`config.mk`:
```
export PLATFORM = sky130hd
export DESIGN_NAME = cpu
export DESIGN_NICKNAME = d
export VERILOG_FILES = /design/src/hdl/cpu_isa_pkg.sv /design/src/hdl/cpu_pipe_pkg.sv /design/src/hdl/cpu.sv /design/src/hdl/cpu_execute.sv /design/src/hdl/cpu_mul_unit.sv /design/src/hdl/cpu_decode.sv /design/src/hdl/cpu_fetch.sv
export SDC_FILE = /design/constraint.sdc
export NUM_CORES = 1
export LEC_CHECK = 0
export ABC_AREA = 1
export BUFFER_PORTS_ARGS = -buffer_cell sky130_fd_sc_hd__buf_4
export CAP_MARGIN = 20
export CORE_MARGIN = 2
export CORE_UTILIZATION = 36
export CTS_CLUSTER_SIZE = 20
export DETAILED_ROUTE_END_ITERATION = 12
export GPL_TIMING_DRIVEN = 0
export PLACE_DENSITY_LB_ADDON = 0.08
export SYNTH_ARGS = -nofsm -noshare
export SYNTH_HDL_FRONTEND = slang
export SYNTH_SLANG_ARGS = --single-unit
```
`constraint.sdc`:
```
create_clock -name clock -period 12.3 [get_ports clock]
set_input_delay 2.46 -clock clock [delete_from_list [all_inputs] [get_ports clock]]
set_output_delay 2.46 -clock clock [all_outputs]
set_load 0.05 [all_outputs]
```
`src/hdl/cpu_isa_pkg.sv`:
```
////////////////////////////////////////////////////////////////////////////
// instruction set of the 16-bit teaching core
// word and index types, opcodes and the two instruction formats
// referenced by scoped name from the pipeline package and every stage
////////////////////////////////////////////////////////////////////////////

`default_nettype none

package cpu_isa_pkg;

    // data path and register file widths
    localparam int unsigned WORD_W = 16;
    localparam int unsigned REG_W  = 3;
    localparam int unsigned ADDR_W = 10;
    localparam int unsigned IMM_W  = 7;

    typedef logic [WORD_W-1:0] word_t;
    typedef logic [REG_W-1:0]  reg_idx_t;
    // word address into instruction memory
    typedef logic [ADDR_W-1:0] addr_t;

    typedef enum logic [2:0] {
        OP_ADD  = 3'd0,
        OP_SUB  = 3'd1,
        OP_AND  = 3'd2,
        OP_XOR  = 3'd3,
        OP_ADDI = 3'd4,
        OP_MUL  = 3'd5,
        OP_BNEZ = 3'd6,
        OP_HALT = 3'd7
    } opcode_e;

    // register-register format, low nibble unused
    typedef struct packed {
        opcode_e     op;
        reg_idx_t    rd;
        reg_idx_t    rs1;
        reg_idx_t    rs2;
        logic [3:0]  unused;
    } r_fmt_t;

    // immediate format for ADDI and BNEZ
    typedef struct packed {
        opcode_e                  op;
        reg_idx_t                 rd;
        reg_idx_t                 rs1;
        logic signed [IMM_W-1:0]  imm;
    } i_fmt_t;

    // one fetched word, read through whichever format the opcode picks
    typedef union packed {
        r_fmt_t r;
        i_fmt_t i;
    } instr_u;

endpackage

`default_nettype wire
```
`src/hdl/cpu_pipe_pkg.sv`:
```
////////////////////////////////////////////////////////////////////////////
// microarchitecture types of the core
// stage packets, the commit record and the Wishbone instruction port
////////////////////////////////////////////////////////////////////////////

`default_nettype none

package cpu_pipe_pkg;

    // first fetch address out of reset
    localparam cpu_isa_pkg::addr_t RESET_PC = '0;

    // fetch -> decode, held by fetch until taken
    typedef struct packed {
        logic                valid;
        cpu_isa_pkg::addr_t  pc;
        cpu_isa_pkg::instr_u instr;
    } fetch_packet_t;

    // decode -> execute, fields already pulled out of the word
    typedef struct packed {
        logic                 valid;
        cpu_isa_pkg::addr_t   pc;
        cpu_isa_pkg::opcode_e op;
        cpu_isa_pkg::reg_idx_t rd;
        cpu_isa_pkg::reg_idx_t rs1;
        cpu_isa_pkg::reg_idx_t rs2;
        // sign-extended 7-bit immediate
        cpu_isa_pkg::word_t   imm_ext;
        logic                 uses_rs2;
        logic                 writes_rd;
    } decode_packet_t;

    // one retired instruction
    typedef struct packed {
        logic                  valid;
        logic                  wr_en;
        cpu_isa_pkg::reg_idx_t wr_idx;
        cpu_isa_pkg::word_t    wr_data;
        cpu_isa_pkg::addr_t    npc;
        logic                  halt;
    } commit_packet_t;

    // wishbone classic, read-only master side
    typedef struct packed {
        logic               cyc;
        logic               stb;
        cpu_isa_pkg::addr_t adr;
    } wb_req_t;

    typedef struct packed {
        logic               ack;
        cpu_isa_pkg::word_t dat;
    } wb_rsp_t;

endpackage

`default_nettype wire

```
`src/hdl/cpu.sv`:
```
////////////////////////////////////////////////////////////////////////////
// top level of the three-stage core
// fetch, decode and execute joined by the fd and de pipeline registers
// instruction memory on a Wishbone port, retired ops on the commit port
////////////////////////////////////////////////////////////////////////////

`timescale 1ns/1ps
`default_nettype none

module cpu (
    input  wire logic                     clock,
    input  wire logic                     arst_n,
    output cpu_pipe_pkg::wb_req_t         imem_req,
    input  wire cpu_pipe_pkg::wb_rsp_t    imem_rsp,
    output cpu_pipe_pkg::commit_packet_t  commit
);

    cpu_pipe_pkg::fetch_packet_t  fetch_packet;
    cpu_pipe_pkg::fetch_packet_t  fd_reg;
    cpu_pipe_pkg::decode_packet_t decode_packet;
    cpu_pipe_pkg::decode_packet_t de_reg;

    // hazard controls from execute
    logic               stall;
    logic               squash;
    cpu_isa_pkg::addr_t redirect_pc;

    ////////////////////////////////////////////////////////////////////////
    // fetch
    ////////////////////////////////////////////////////////////////////////
    cpu_fetch u_fetch (
        .clock        (clock),
        .arst_n       (arst_n),
        .stall        (stall),
        .squash       (squash),
        .redirect_pc  (redirect_pc),
        .imem_req     (imem_req),
        .imem_rsp     (imem_rsp),
        .fetch_packet (fetch_packet)
    );

    // squash wins over stall, both regs frozen while stalled
    always_ff @(posedge clock or negedge arst_n) begin
        if (!arst_n) begin
            fd_reg <= '0;
        end else if (squash) begin
            fd_reg <= '0;
        end else if (!stall) begin
            fd_reg <= fetch_packet;
        end
    end

    ////////////////////////////////////////////////////////////////////////
    // decode
    ////////////////////////////////////////////////////////////////////////
    cpu_decode u_decode (
        .fetch_packet  (fd_reg),
        .decode_packet (decode_packet)
    );

    always_ff @(posedge clock or negedge arst_n) begin
        if (!arst_n) begin
            de_reg <= '0;
        end else if (squash) begin
            de_reg <= '0;
        end else if (!stall) begin
            de_reg <= decode_packet;
        end
    end

    ////////////////////////////////////////////////////////////////////////
    // execute and retire
    ////////////////////////////////////////////////////////////////////////
    cpu_execute u_execute (
        .clock         (clock),
        .arst_n        (arst_n),
        .decode_packet (de_reg),
        .stall         (stall),
        .squash        (squash),
        .redirect_pc   (redirect_pc),
        .commit        (commit)
    );

endmodule

`default_nettype wire

```
`src/hdl/cpu_execute.sv`:
```
////////////////////////////////////////////////////////////////////////////
// execute stage: register file, ALU, branch and multiply sequencing
// every instruction retires here and is reported on the commit port
// drives stall for multiply and halt, squash for a taken BNEZ
////////////////////////////////////////////////////////////////////////////

`timescale 1ns/1ps
`default_nettype none

module cpu_execute (
    input  wire logic                          clock,
    input  wire logic                          arst_n,
    input  wire cpu_pipe_pkg::decode_packet_t  decode_packet,
    output logic                               stall,
    output logic                               squash,
    output cpu_isa_pkg::addr_t                 redirect_pc,
    output cpu_pipe_pkg::commit_packet_t       commit
);

    cpu_isa_pkg::word_t rf [0:7];
    cpu_isa_pkg::word_t op_a;
    cpu_isa_pkg::word_t op_b;
    cpu_isa_pkg::word_t result;
    cpu_isa_pkg::word_t product;
    cpu_isa_pkg::addr_t npc_seq;
    logic halted;
    // multiply issued, waiting for product
    logic mul_pending;
    logic mul_busy;
    logic is_mul;
    logic mul_start;
    logic mul_ready;
    logic fire;
    logic taken;

    ////////////////////////////////////////////////////////////////////////
    // operands and ALU
    ////////////////////////////////////////////////////////////////////////
    // register file read straight away, writes retire in this stage
    assign op_a = rf[decode_packet.rs1];
    assign op_b = decode_packet.uses_rs2 ? rf[decode_packet.rs2] : decode_packet.imm_ext;

    always_comb begin
        case (decode_packet.op)
            cpu_isa_pkg::OP_ADD,
            cpu_isa_pkg::OP_ADDI: result = op_a + op_b;
            cpu_isa_pkg::OP_SUB:  result = op_a - op_b;
            cpu_isa_pkg::OP_AND:  result = op_a & op_b;
            cpu_isa_pkg::OP_XOR:  result = op_a ^ op_b;
            cpu_isa_pkg::OP_MUL:  result = product;
            default:              result = '0;
        endcase
    end

    // branch target, forward offsets only in practice
    assign npc_seq     = decode_packet.pc + 1'b1;
    assign redirect_pc = npc_seq + decode_packet.imm_ext[9:0];
    assign taken       = (decode_packet.op == cpu_isa_pkg::OP_BNEZ) && (op_a != '0);

    ////////////////////////////////////////////////////////////////////////
    // multiply sequencing and retire
    ////////////////////////////////////////////////////////////////////////
    assign is_mul    = decode_packet.valid && !halted &&
                       (decode_packet.op == cpu_isa_pkg::OP_MUL);
    assign mul_start = is_mul && !mul_pending;
    assign mul_ready = is_mul && mul_pending && !mul_busy;

    cpu_mul_unit u_mul (
        .clock   (clock),
        .arst_n  (arst_n),
        .start   (mul_start),
        .a       (op_a),
        .b       (op_b),
        .busy    (mul_busy),
        .product (product)
    );

    // retires this cycle
    assign fire   = decode_packet.valid && !halted && (!is_mul || mul_ready);
    assign stall  = halted || (is_mul && !mul_ready);
    assign squash = fire && taken;

    assign commit.valid   = fire;
    assign commit.wr_en   = fire && decode_packet.writes_rd;
    assign commit.wr_idx  = decode_packet.rd;
    assign commit.wr_data = result;
    assign commit.npc     = taken ? redirect_pc : npc_seq;
    assign commit.halt    = decode_packet.op == cpu_isa_pkg::OP_HALT;

    always_ff @(posedge clock or negedge arst_n) begin
        if (!arst_n) begin
            halted      <= 1'b0;
            mul_pending <= 1'b0;
            for (int i = 0; i < 8; i++) begin
                rf[i] <= '0;
            end
        end else begin
            if (mul_start) begin
                mul_pending <= 1'b1;
            end else if (mul_ready) begin
                mul_pending <= 1'b0;
            end
            // stays halted until reset
            if (fire && commit.halt) begin
                halted <= 1'b1;
            end
            if (commit.wr_en) begin
                rf[decode_packet.rd] <= result;
            end
        end
    end

endmodule

`default_nettype wire

```
`src/hdl/cpu_mul_unit.sv`:
```
////////////////////////////////////////////////////////////////////////////
// iterative shift-add multiplier, low 16 bits of the product
// bit 0 is taken on start, the other 15 bits on the following cycles
////////////////////////////////////////////////////////////////////////////

`timescale 1ns/1ps
`default_nettype none

module cpu_mul_unit (
    input  wire logic                clock,
    input  wire logic                arst_n,
    input  wire logic                start,
    input  wire cpu_isa_pkg::word_t  a,
    input  wire cpu_isa_pkg::word_t  b,
    output logic                     busy,
    output cpu_isa_pkg::word_t       product
);

    // remaining iterations after start
    logic [3:0]         count;
    cpu_isa_pkg::word_t acc;
    cpu_isa_pkg::word_t mcand;
    cpu_isa_pkg::word_t mplier;

    // control
    always_ff @(posedge clock or negedge arst_n) begin
        if (!arst_n) begin
            busy  <= 1'b0;
            count <= '0;
        end else if (start) begin
            busy  <= 1'b1;
            count <= 4'd15;
        end else if (busy) begin
            count <= count - 1'b1;
            // last bit retires here
            if (count == 4'd1) begin
                busy <= 1'b0;
            end
        end
    end

    // datapath
    always_ff @(posedge clock) begin
        if (start) begin
            acc    <= b[0] ? a : '0;
            mcand  <= a << 1;
            mplier <= b >> 1;
        end else if (busy) begin
            acc    <= mplier[0] ? acc + mcand : acc;
            mcand  <= mcand << 1;
            mplier <= mplier >> 1;
        end
    end

    assign product = acc;

endmodule

`default_nettype wire

```
`src/hdl/cpu_decode.sv`:
```
////////////////////////////////////////////////////////////////////////////
// purely combinational decode stage
// splits the instruction word into register indices and control bits
////////////////////////////////////////////////////////////////////////////

`timescale 1ns/1ps
`default_nettype none

module cpu_decode (
    input  wire cpu_pipe_pkg::fetch_packet_t  fetch_packet,
    output cpu_pipe_pkg::decode_packet_t      decode_packet
);

    // opcode sits in the same bits in both formats
    cpu_isa_pkg::opcode_e op;
    logic                 imm_fmt;

    assign op      = fetch_packet.instr.r.op;
    assign imm_fmt = (op == cpu_isa_pkg::OP_ADDI) || (op == cpu_isa_pkg::OP_BNEZ);

    always_comb begin
        decode_packet       = '0;
        decode_packet.valid = fetch_packet.valid;
        decode_packet.pc    = fetch_packet.pc;
        decode_packet.op    = op;
        // rd and rs1 share their bits in both formats
        decode_packet.rd    = fetch_packet.instr.r.rd;
        decode_packet.rs1   = fetch_packet.instr.r.rs1;

        if (imm_fmt) begin
            // rs2 slot carries immediate bits in the i-format
            decode_packet.imm_ext = {{9{fetch_packet.instr.i.imm[6]}},
                                     fetch_packet.instr.i.imm};
        end else begin
            decode_packet.rs2 = fetch_packet.instr.r.rs2;
        end

        // second register operand only for reg-reg ops
        case (op)
            cpu_isa_pkg::OP_ADD,
            cpu_isa_pkg::OP_SUB,
            cpu_isa_pkg::OP_AND,
            cpu_isa_pkg::OP_XOR,
            cpu_isa_pkg::OP_MUL: decode_packet.uses_rs2 = 1'b1;
            default:             decode_packet.uses_rs2 = 1'b0;
        endcase

        // neither BNEZ nor HALT writes rd
        decode_packet.writes_rd = (op != cpu_isa_pkg::OP_BNEZ) &&
                                  (op != cpu_isa_pkg::OP_HALT);
    end

endmodule

`default_nettype wire

```
`src/hdl/cpu_fetch.sv`:
```
////////////////////////////////////////////////////////////////////////////
// fetch stage: program counter and one Wishbone read at a time
// the fetched word is held as a packet until the pipeline takes it
// squash from execute redirects the pc and drops any stale response
////////////////////////////////////////////////////////////////////////////

`timescale 1ns/1ps
`default_nettype none

module cpu_fetch (
    input  wire logic                        clock,
    input  wire logic                        arst_n,
    input  wire logic                        stall,
    input  wire logic                        squash,
    input  wire cpu_isa_pkg::addr_t          redirect_pc,
    output cpu_pipe_pkg::wb_req_t            imem_req,
    input  wire cpu_pipe_pkg::wb_rsp_t       imem_rsp,
    output cpu_pipe_pkg::fetch_packet_t      fetch_packet
);

    // next address to fetch
    cpu_isa_pkg::addr_t pc;
    // registered bus request, cyc doubles as the bus-active flag
    cpu_pipe_pkg::wb_req_t req_q;
    // response of the current cycle belongs to a squashed path
    logic drop;
    cpu_pipe_pkg::fetch_packet_t pkt;
    // held packet moves into fd_reg at this edge
    logic taken;

    assign taken = pkt.valid && !stall;

    always_ff @(posedge clock or negedge arst_n) begin
        if (!arst_n) begin
            pc    <= cpu_pipe_pkg::RESET_PC;
            req_q <= '0;
            drop  <= 1'b0;
            pkt   <= '0;
        end else begin
            // packet leaves on hand-off or is killed by squash
            if (squash || taken) begin
                pkt.valid <= 1'b0;
            end
            if (squash) begin
                pc <= redirect_pc;
            end

            ////////////////////////////////////////////////////////////////////
            // bus cycle
            ////////////////////////////////////////////////////////////////////
            if (req_q.cyc) begin
                if (imem_rsp.ack) begin
                    // end of cycle, cyc and stb drop next
                    req_q.cyc <= 1'b0;
                    req_q.stb <= 1'b0;
                    drop      <= 1'b0;
                    if (!drop && !squash) begin
                        pkt.valid <= 1'b1;
                        pkt.pc    <= req_q.adr;
                        pkt.instr <= imem_rsp.dat;
                        pc        <= pc + 1'b1;
                    end
                end else if (squash) begin
                    // address must stay on the bus, so mark the data stale
                    drop <= 1'b1;
                end
            end else if (!squash && (!pkt.valid || !stall)) begin
                // slot is free or empties at this edge
                req_q.cyc <= 1'b1;
                req_q.stb <= 1'b1;
                req_q.adr <= pc;
            end
        end
    end

    assign imem_req     = req_q;
    assign fetch_packet = pkt;

endmodule

`default_nettype wire

```
---- Word-level counts from Yosys, hierarchy flattened ----
Index checks and enable logic that the tools add are counted.
operators by class
  bitwise logic cells ..................... 6
  multiplexer cells ....................... 47
  equal/unequal tests ..................... 18
  $lt $le $gt $ge ......................... 4
  $add $sub $neg .......................... 7
  reductions and logical operators ........ 45
operators with widths
  operator               number
  $mux 16                13
  $mux 27                5
  $bwmux 128             1
  $bmux 16 s3            2
  $mux 41                2
  $pmux 16 s5            1
  $mux 10                5
  $demux 16 s3           1
  $add 16x16->16         2
  $mux 15                2
  $eq 3x3->1 const B     7
  $add 10x1->10 const B  2
  $and 16x16->16         1
  $logic_and 1x1->1      16
  $reduce_bool 16->1     1
  $sub 16x16->16         1
  $xor 16x16->16         1
  $eq 3x2->1 const B     4
  $ge 4x4->1 const B     3
  $mux 12                1
  $not 3->4              3
  $add 10x10->10         1
  $reduce_bool 2->1      5
  $logic_not 1->1        9
  18 further kinds       38
word-level totals
  word-level logic and storage cells ...... 162
  input port bits ......................... 19
  output and inout port bits .............. 44
  register bits ........................... 299

---- Logic depth before layout (Yosys ltp) ----
Gate-level depths: netlist (run 1).
  depth in word-level cells ............... 15
  depth in mapped cells ................... 28
  gate-level depth less buffers ........... 26

---- By module ----
From an unflattened synthesis (run 1), not the netlist that was laid out.
second synthesis, totals
  cells, all modules ...................... 2,495
  area total of the unflattened synthesis .. 18,196.2 µm²
modules (own cells, without submodules)
  module        area an instance (µm²)  sequential area each (µm²)  instances  cells an instance
  cpu_execute   9,954.5                 3,253.1                     1          1,507
  cpu_mul_unit  3,045.4                 1,506.4                     1          383
  cpu           2,683.8                 1,701.6                     1          296
  cpu_fetch     2,208.4                 1,251.2                     1          259
  cpu_decode    304.0                   0.0                         1          50

---- Worst setup path before layout (run 1) ----
OpenSTA, ideal clock, no wires.
  path type ............................... reg2out
  start ................................... reg de_reg[18] (netlist name)
  end ..................................... out commit[25] (netlist name)
  buffers on the path ..................... 3
  stages on the path, launching flop included .. 20
  data required time ...................... 9.840 ns
  path slack .............................. 5.651 ns
  arrival time ............................ 4.189 ns
  path through ............................ dfrtp_1 > buf_4 > buf_2 > o211ai_1 > nand3_1 > nand3_1 > nand2_1 > inv_1 > clkbuf_1 > ha_1 > or2_2 > o21ai_0 > inv_1 > fa_1 > inv_1 > nand3_1 > nand3_1 > a21oi_1 > xor2_1 > o2111ai_1
RTL lines
  item                    line       source
  start, declared         cpu.sv:21  cpu_pipe_pkg::decode_packet_t de_reg;
  start signal, assigned  cpu.sv:67  de_reg <= decode_packet;
  end, declared           cpu.sv:15  output cpu_pipe_pkg::commit_packet_t commit

==> impl_metrics.env, run 1 <==
export IMPL_antenna_diode_count=0
export IMPL_largest_fanout_on_the_critical_path=10
export IMPL_cts_hold_buffers=0
export IMPL_ir_drop_worst_vdd_uv=90.2
export IMPL_tritoncts="built"
export IMPL_rows=80
export IMPL_die_area_um2=49500
export IMPL_design_internal_power_mw=1.91
export IMPL_drive_above_1_share_pct=8.76
export IMPL_reg2reg_slack_ps=6670
export IMPL_finalSetupViolations=0
export IMPL_grt_overflow_total=0
export IMPL_path_category_of_the_worst_min_delay_check="flip-flop to flip-flop"
export IMPL_drt_pass1_iter_count=5
export IMPL_power_frac_seq_pct=37.0
export IMPL_yosysUniqueCellTypes=51
export IMPL_filler_instances=5051
export IMPL_grt_setup_unrepaired="false"
export IMPL_period_minus_ws_final_ps=8680
export IMPL_detailroute_via_count=16000
export IMPL_worstSetupStartpointType="flip-flop"
export IMPL_pre_cts_slack_ps=4190
export IMPL_clock_latency_ps=560
export IMPL_yosysWarningCount=0
export IMPL_ctsRootBufferMaster="sky130_fd_sc_hd__clkbuf_16"
export IMPL_largest_register_ff_count=128
export IMPL_outcome="complete, no violations"
export IMPL_post_route_drc_count=0
export IMPL_layout_nets=2508
export IMPL_p_comb_share_pct=25.0
export IMPL_final_max_slew_violation_count=0
export IMPL_synth_top_area_share_pct=35.6
export IMPL_die_h_um=222
export IMPL_timing_clock_skew_ps=22.5
export IMPL_synth_area_top_cells="sky130_fd_sc_hd__dfrtp_1 (36%), sky130_fd_sc_hd__nand2_1 (15%), sky130_fd_sc_hd__edfxtp_1 (8.0%)"
export IMPL_switchingPower_mw=1.01
export IMPL_cap_violations=0
export IMPL_timing_critical_path_required_ps=9840
export IMPL_clockBufferDepth=3
export IMPL_yosys_area_top_type="sky130_fd_sc_hd__dfrtp_1"
export IMPL_route_antenna_remaining_nets=0
export IMPL_synth_ff_latch_count=290
export IMPL_postCtsResizedCells=0
export IMPL_globalRouteTotalUtil_pct=24.9
export IMPL_gp_congestion=0.904
export IMPL_timing_final_hold_violations=0
export IMPL_clk_pin_slew_worst_paths_ps=60
export IMPL_max_slew_worst_pin_slew_ps=1120
export IMPL_syn_num_nets=2402
export IMPL_synth_seq_area_share_pct=43.6
export IMPL_total_leakage_power_nw=9.45
export IMPL_ios=63
export IMPL_synth_avg_cell_area_um2=7.40
export IMPL_crit_path_cell_trace="buf_2, inv_1, buf_2, o211ai_1, nand3_1, nand3_1, nand2_1, inv_1, clkbuf_1, ha_1, or2_2, xor2_1, ha_1, nand3b_1, nand3_1, inv_1, o21ai_0, a21boi_0, o21ai_0, nand3_1, nand3_1, nand2_1, o21ai_2, buf_4"
export IMPL_detailedPlacementHpwl_um=45500
export IMPL_worst_path_largest_cell_delay_ps=480
export IMPL_synthCells=2320
export IMPL_routed_wire_length_per_instance_um=19.7
export IMPL_grt_pass1_vias=15700
export IMPL_first_iter_violations=1482
export IMPL_slew_headroom_pct=24.9
export IMPL_fmax_mhz=115
export IMPL_totalWireLength_um=60600
export IMPL_drt_vias_per_instance=5.20
export IMPL_power_density_nw_per_um2=148
export IMPL_buffer_ports_inserted=62
export IMPL_cts_made_buffers=37
export IMPL_cts_sinks=290
export IMPL_number_of_levels_in_the_clock_h_tree=2
export IMPL_power_share_switching_pct=34.6
export IMPL_setup_ws_ps=3620
export IMPL_floorplan_core_area_um2=47400
export IMPL_critPathCaptureType="output pin"
export IMPL_antenna_found_initial=0
export IMPL_worst_endpoint_arrival_ps=6220
export IMPL_die_w_um=222
export IMPL_clock_power_share_pct=38.1
export IMPL_period_utilization_pct=70.5
export IMPL_worst_path_max_delay_cell="sky130_fd_sc_hd__o21ai_2"
export IMPL_initial_core_util_pct=36.2
export IMPL_synth_cell_area_um2=17200
export IMPL_crit_top_cell="sky130_fd_sc_hd__nand3_1"
export IMPL_areaGrowthSynthToFinish_pct=15.1
export IMPL_grt_max_degree=86
export IMPL_setup_tns_ps=0
export IMPL_path_class="flip-flop to output pin"
export IMPL_first_pass_grt_wire_length_um=94200
export IMPL_post_cts_buffers=0
[stage by stage]
step                      power (mW)  util, %  area (um2)  std cells  hold slack [ps]
after global routing            3.07     41.7       19800       3069              507
after floorplan                 1.57        -       17200       2320              448
after detailed placement        1.82     39.0       18500       3002              468
final                           2.92     41.7       19800       3069              481
after global placement          1.81     38.8       18400       2997              460
after CTS                       2.95     41.7       19800       3069              481
[worst max-delay path, delay by kind of cell, from the launching register on]
| family | cells | cell delay [ps] |
|---|---|---|
| flip-flops | 1 | 350 |
| adder cells (fa/ha/maj) | 2 | 660 |
| buffers and inverters | 7 | 1590 |
| AO/OA/AOI/OAI | 5 | 1670 |
| AND/OR/NAND/NOR | 9 | 1190 |
| XOR/XNOR | 1 | 170 |
[power by group through the flow]
stage / Combinational (mW) / Clock [mW] / Sequential [mW]
2_1_floorplan: 0.444 / 0 / 1.13
3_3_place_gp: 0.716 / 0 / 1.10
3_5_place_dp: 0.724 / 0 / 1.10
4_1_cts: 0.730 / 1.13 / 1.08
5_1_grt: 0.807 / 1.17 / 1.09
6_report: 0.730 / 1.11 / 1.08
[synthesized netlist by cell type (all sizes together)]
| master | number |
|---|---|
| a21boi | 3 |
| a21o | 2 |
| a21oi | 134 |
| a221oi | 1 |
| a22o | 3 |
| a22oi | 5 |
| a2bb2oi | 6 |
| a31o | 1 |
| a31oi | 2 |
| a32oi | 1 |
| and2 | 1 |
| buf | 61 |
| clkbuf | 55 |
| clkinv | 2 |
| dfrtp | 244 |
| edfxtp | 46 |
| fa | 3 |
| ha | 60 |
| inv | 313 |
| nand2 | 679 |
| nand3 | 138 |
| nand3b | 1 |
| nand4 | 7 |
| nor2 | 112 |
| nor3 | 42 |
| nor4 | 1 |
| o2111ai | 4 |
| o211ai | 19 |
| o21a | 9 |
| o21ai | 296 |
| o21bai | 3 |
| o221ai | 2 |
| o22ai | 10 |
| o311ai | 1 |
| o31ai | 2 |
| o32ai | 1 |
| or2 | 9 |
| xnor2 | 6 |
| xor2 | 35 |
[per-layer routing]
layer	up-vias	global-route usage, %	share of wire, %	wire, um
met4	0	8.36	2.9	1780
met5	-	0	0	0
met3	106	3.58	5.9	3600
li1	7709	-	-	-
met1	7666	34.1	45	27200
met2	472	40.4	46	28000
[worst paths after layout]
path / start / end / cells after the start
max: de_reg[19] / commit[24] / 24
min reg2reg: fd_reg[25] / fd_reg[25] / 2
min in group asynchronous: arst_n / u_execute.rf[20] / 1
min: fd_reg[25] / fd_reg[25] / 2
max reg2reg: de_reg[19] / u_execute.rf[45] / 25
max in group asynchronous: arst_n / u_execute.u_mul.busy / 2
[cell usage in the layout, fill, tap and decap left out, drive strengths merged, types with 35 or more instances in the layout]
cell    netlist  routed
nand3       138     138
nor2        112     112
edfxtp       46      46
clkbuf       55     109
o21ai       296     296
nor3         42      42
buf          61     128
ha           60      60
nand2       679     679
dfrtp       244     244
inv         313     314
xor2         35      35
a21oi       134     134
[cell type report]
| cell class | count | area [um2] | share of cell area (%) |
|---|---|---|---|
| sequential | 290 | 7490 | 37.9 |
| timing repair buffer | 67 | 571 | 2.89 |
| clock inverter | 13 | 119 | 0.601 |
| multi-input combinational | 1599 | 7940 | 40.2 |
| clock buffer | 54 | 1130 | 5.72 |
| buffer | 116 | 568 | 2.87 |
| tap | 615 | 769 | 3.89 |
| inverter | 315 | 1180 | 5.99 |
[cells by family after synthesis]
kind of cell / count (synthesis) / synth area share [%]
XOR/XNOR: 41 / 2.09
AO/OA/AOI/OAI: 505 / 15.9
flip-flops: 290 / 43.6
buffers and inverters: 431 / 10.2
AND/OR/NAND/NOR: 990 / 23.5
adder cells (fa/ha/maj): 63 / 4.72
Power figures use the tool's default switching activity.
==> run 2: changes to the inputs <==
==> constraint.sdc (replaced) <==
create_clock -name clock -period 7.5 [get_ports clock]
set_input_delay 1.5 -clock clock [delete_from_list [all_inputs] [get_ports clock]]
set_output_delay 1.5 -clock clock [all_outputs]
set_load 0.05 [all_outputs]
==> impl_metrics.env, run 2 (synthesis results as in run 1) <==
export IMPL_outcome="complete, no violations"
export IMPL_drive_above_1_share_pct=9.03
export IMPL_detailroute_via_count=16000
export IMPL_totalWireLength_um=60600
export IMPL_crit_top_cell="sky130_fd_sc_hd__nand3_1"
export IMPL_grt_pass1_vias=15700
export IMPL_globalRouteTotalUtil_pct=24.9
export IMPL_crit_path_cell_trace="buf_2, clkbuf_1, nand3_1, nand3_1, nand3_1, nand2_1, inv_1, ha_1, or2_2, xor2_1, ha_1, nand3b_1, nand3_1, inv_1, o21ai_1, a21boi_0, o21ai_1, nand3_1, nand3_1, nand2_1, o21ai_4, buf_4"
export IMPL_timing_clock_skew_ps=22.2
export IMPL_power_mw=4.80
export IMPL_routed_wire_length_per_instance_um=19.7
export IMPL_slew_headroom_pct=30.1
export IMPL_gp_congestion=0.904
export IMPL_areaGrowthSynthToFinish_pct=15.4
export IMPL_initial_core_util_pct=36.2
export IMPL_first_iter_violations=1432
export IMPL_ios=63
export IMPL_power_density_nw_per_um2=242
export IMPL_worst_hold_slack_ps=480
export IMPL_pre_cts_slack_ps=351
export IMPL_grt_overflow_total=0
export IMPL_worst_path_max_delay_cell="sky130_fd_sc_hd__clkbuf_1"
export IMPL_detailedPlacementHpwl_um=45500
export IMPL_finalSetupViolations=0
export IMPL_grt_max_degree=86
export IMPL_route_antenna_remaining_nets=0
export IMPL_cts_made_buffers=37
export IMPL_post_route_util_pct=41.8
export IMPL_fmax_mhz=142
export IMPL_worstSetupStartpointType="flip-flop"
export IMPL_tritoncts="built"
export IMPL_period_utilization_pct=94.0
export IMPL_largest_register_ff_count=128
export IMPL_critical_path_reg2reg_startpoint="de_reg[19]"
export IMPL_ir_drop_worst_vdd_uv=148
export IMPL_path_class="flip-flop to output pin"
export IMPL_final_max_slew_violation_count=0
export IMPL_cap_violations=0
export IMPL_buffer_ports_inserted=62
export IMPL_first_pass_grt_wire_length_um=94300
export IMPL_critical_path_startpoint="de_reg[19]"
export IMPL_timing_critical_path_required_ps=6000
export IMPL_final_area_um2=19800
export IMPL_ctsRootBufferMaster="sky130_fd_sc_hd__clkbuf_16"
export IMPL_antenna_found_initial=0
export IMPL_die_area_um2=49500
export IMPL_total_leakage_power_nw=9.47
export IMPL_hold_path_startpoint="fd_reg[21]"
export IMPL_period_minus_ws_final_ps=7050
export IMPL_worst_path_largest_cell_delay_ps=610
export IMPL_path_category_of_the_worst_min_delay_check="flip-flop to flip-flop"
export IMPL_drt_vias_per_instance=5.21
export IMPL_largest_fanout_on_the_critical_path=10
export IMPL_antenna_diode_count=0
export IMPL_layout_commonest_cell="sky130_fd_sc_hd__nand2_1"
export IMPL_clock_latency_ps=560
export IMPL_stdcell_count=3073
export IMPL_cts_sinks=290
export IMPL_place_detailed_instances=3002
export IMPL_reg2reg_depth=22
export IMPL_floorplan_core_area_um2=47400
export IMPL_die_h_um=222
export IMPL_rows=80
export IMPL_placedInstanceArea_um2=18500
export IMPL_grt_setup_unrepaired="false"
export IMPL_layout_nets=2512
export IMPL_most_used_cells_in_the_layout_excluding_fill_and_tap_cells="sky130_fd_sc_hd__nand2_1 (676), sky130_fd_sc_hd__inv_1 (303), sky130_fd_sc_hd__o21ai_0 (264)"
export IMPL_setup_ws_ps=447
export IMPL_setup_tns_ps=0
export IMPL_critPathCaptureType="output pin"
export IMPL_die_w_um=222
export IMPL_timing_final_hold_violations=0
export IMPL_drt_pass1_iter_count=6
export IMPL_clockBufferDepth=3
export IMPL_post_route_drc_count=0
export IMPL_clk_pin_slew_worst_paths_ps=60
export IMPL_max_slew_worst_pin_slew_ps=1050
export IMPL_hold_depth=2
export IMPL_worst_endpoint_arrival_ps=5550
export IMPL_number_of_levels_in_the_clock_h_tree=2
[run 2: per-layer routing]
layer | GRT usage (%) | up-vias | wire length [um]
li1 | - | 7716 | -
met1 | 34.1 | 7695 | 27100
met2 | 40.4 | 490 | 27900
met3 | 3.64 | 114 | 3600
met4 | 8.53 | 0 | 1910
met5 | 0 | - | 0
[run 2: layout make-up]
cell class	count	area, um2
Fill cell	5048	27600
Multi-Input combinational cell	1599	7950
Sequential cell	290	7490
Inverter	315	1190
Clock buffer	54	1130
Tap cell	615	769
Timing Repair Buffer	72	608
Buffer	115	564
Clock inverter	13	119
[run 2: where the power goes]
part	internal (mW)	switching (mW)
Sequential	1.71	0.0678
Combinational	0.355	0.854
Clock	1.08	0.737
Total	3.15	1.66
[run 2: critical path, delay by kind of cell, from the launching register on]
family | cells | cell delay, ps
simple gates | 10 | 1450
flops | 1 | 310
buf+inv | 5 | 1310
compound gates | 4 | 1150
xor+xnor | 1 | 170
fa+ha+maj | 2 | 560
[run 2: timing repair]
action / in CTS / in global routing
endpoints found under the setup margin: 4 / 8
resized for setup: 3 / 2
hold buffers: 0 / 0
setup buffers: 2 / 3
pin swaps: 1 / 0
cloned: 0 / 0
hold endpoints to repair: 0 / 0
[run 2: path summary, 6_finish.rpt]
check                                            end  slack (ps)
worst max-delay path                      commit[24]         450
worst max register to register      u_execute.rf[88]        2510
max in group asynchronous       u_execute.u_mul.busy        5630
worst min register to register            fd_reg[21]         480
min in group asynchronous           u_execute.rf[20]         930
worst min-delay path                      fd_reg[21]         480
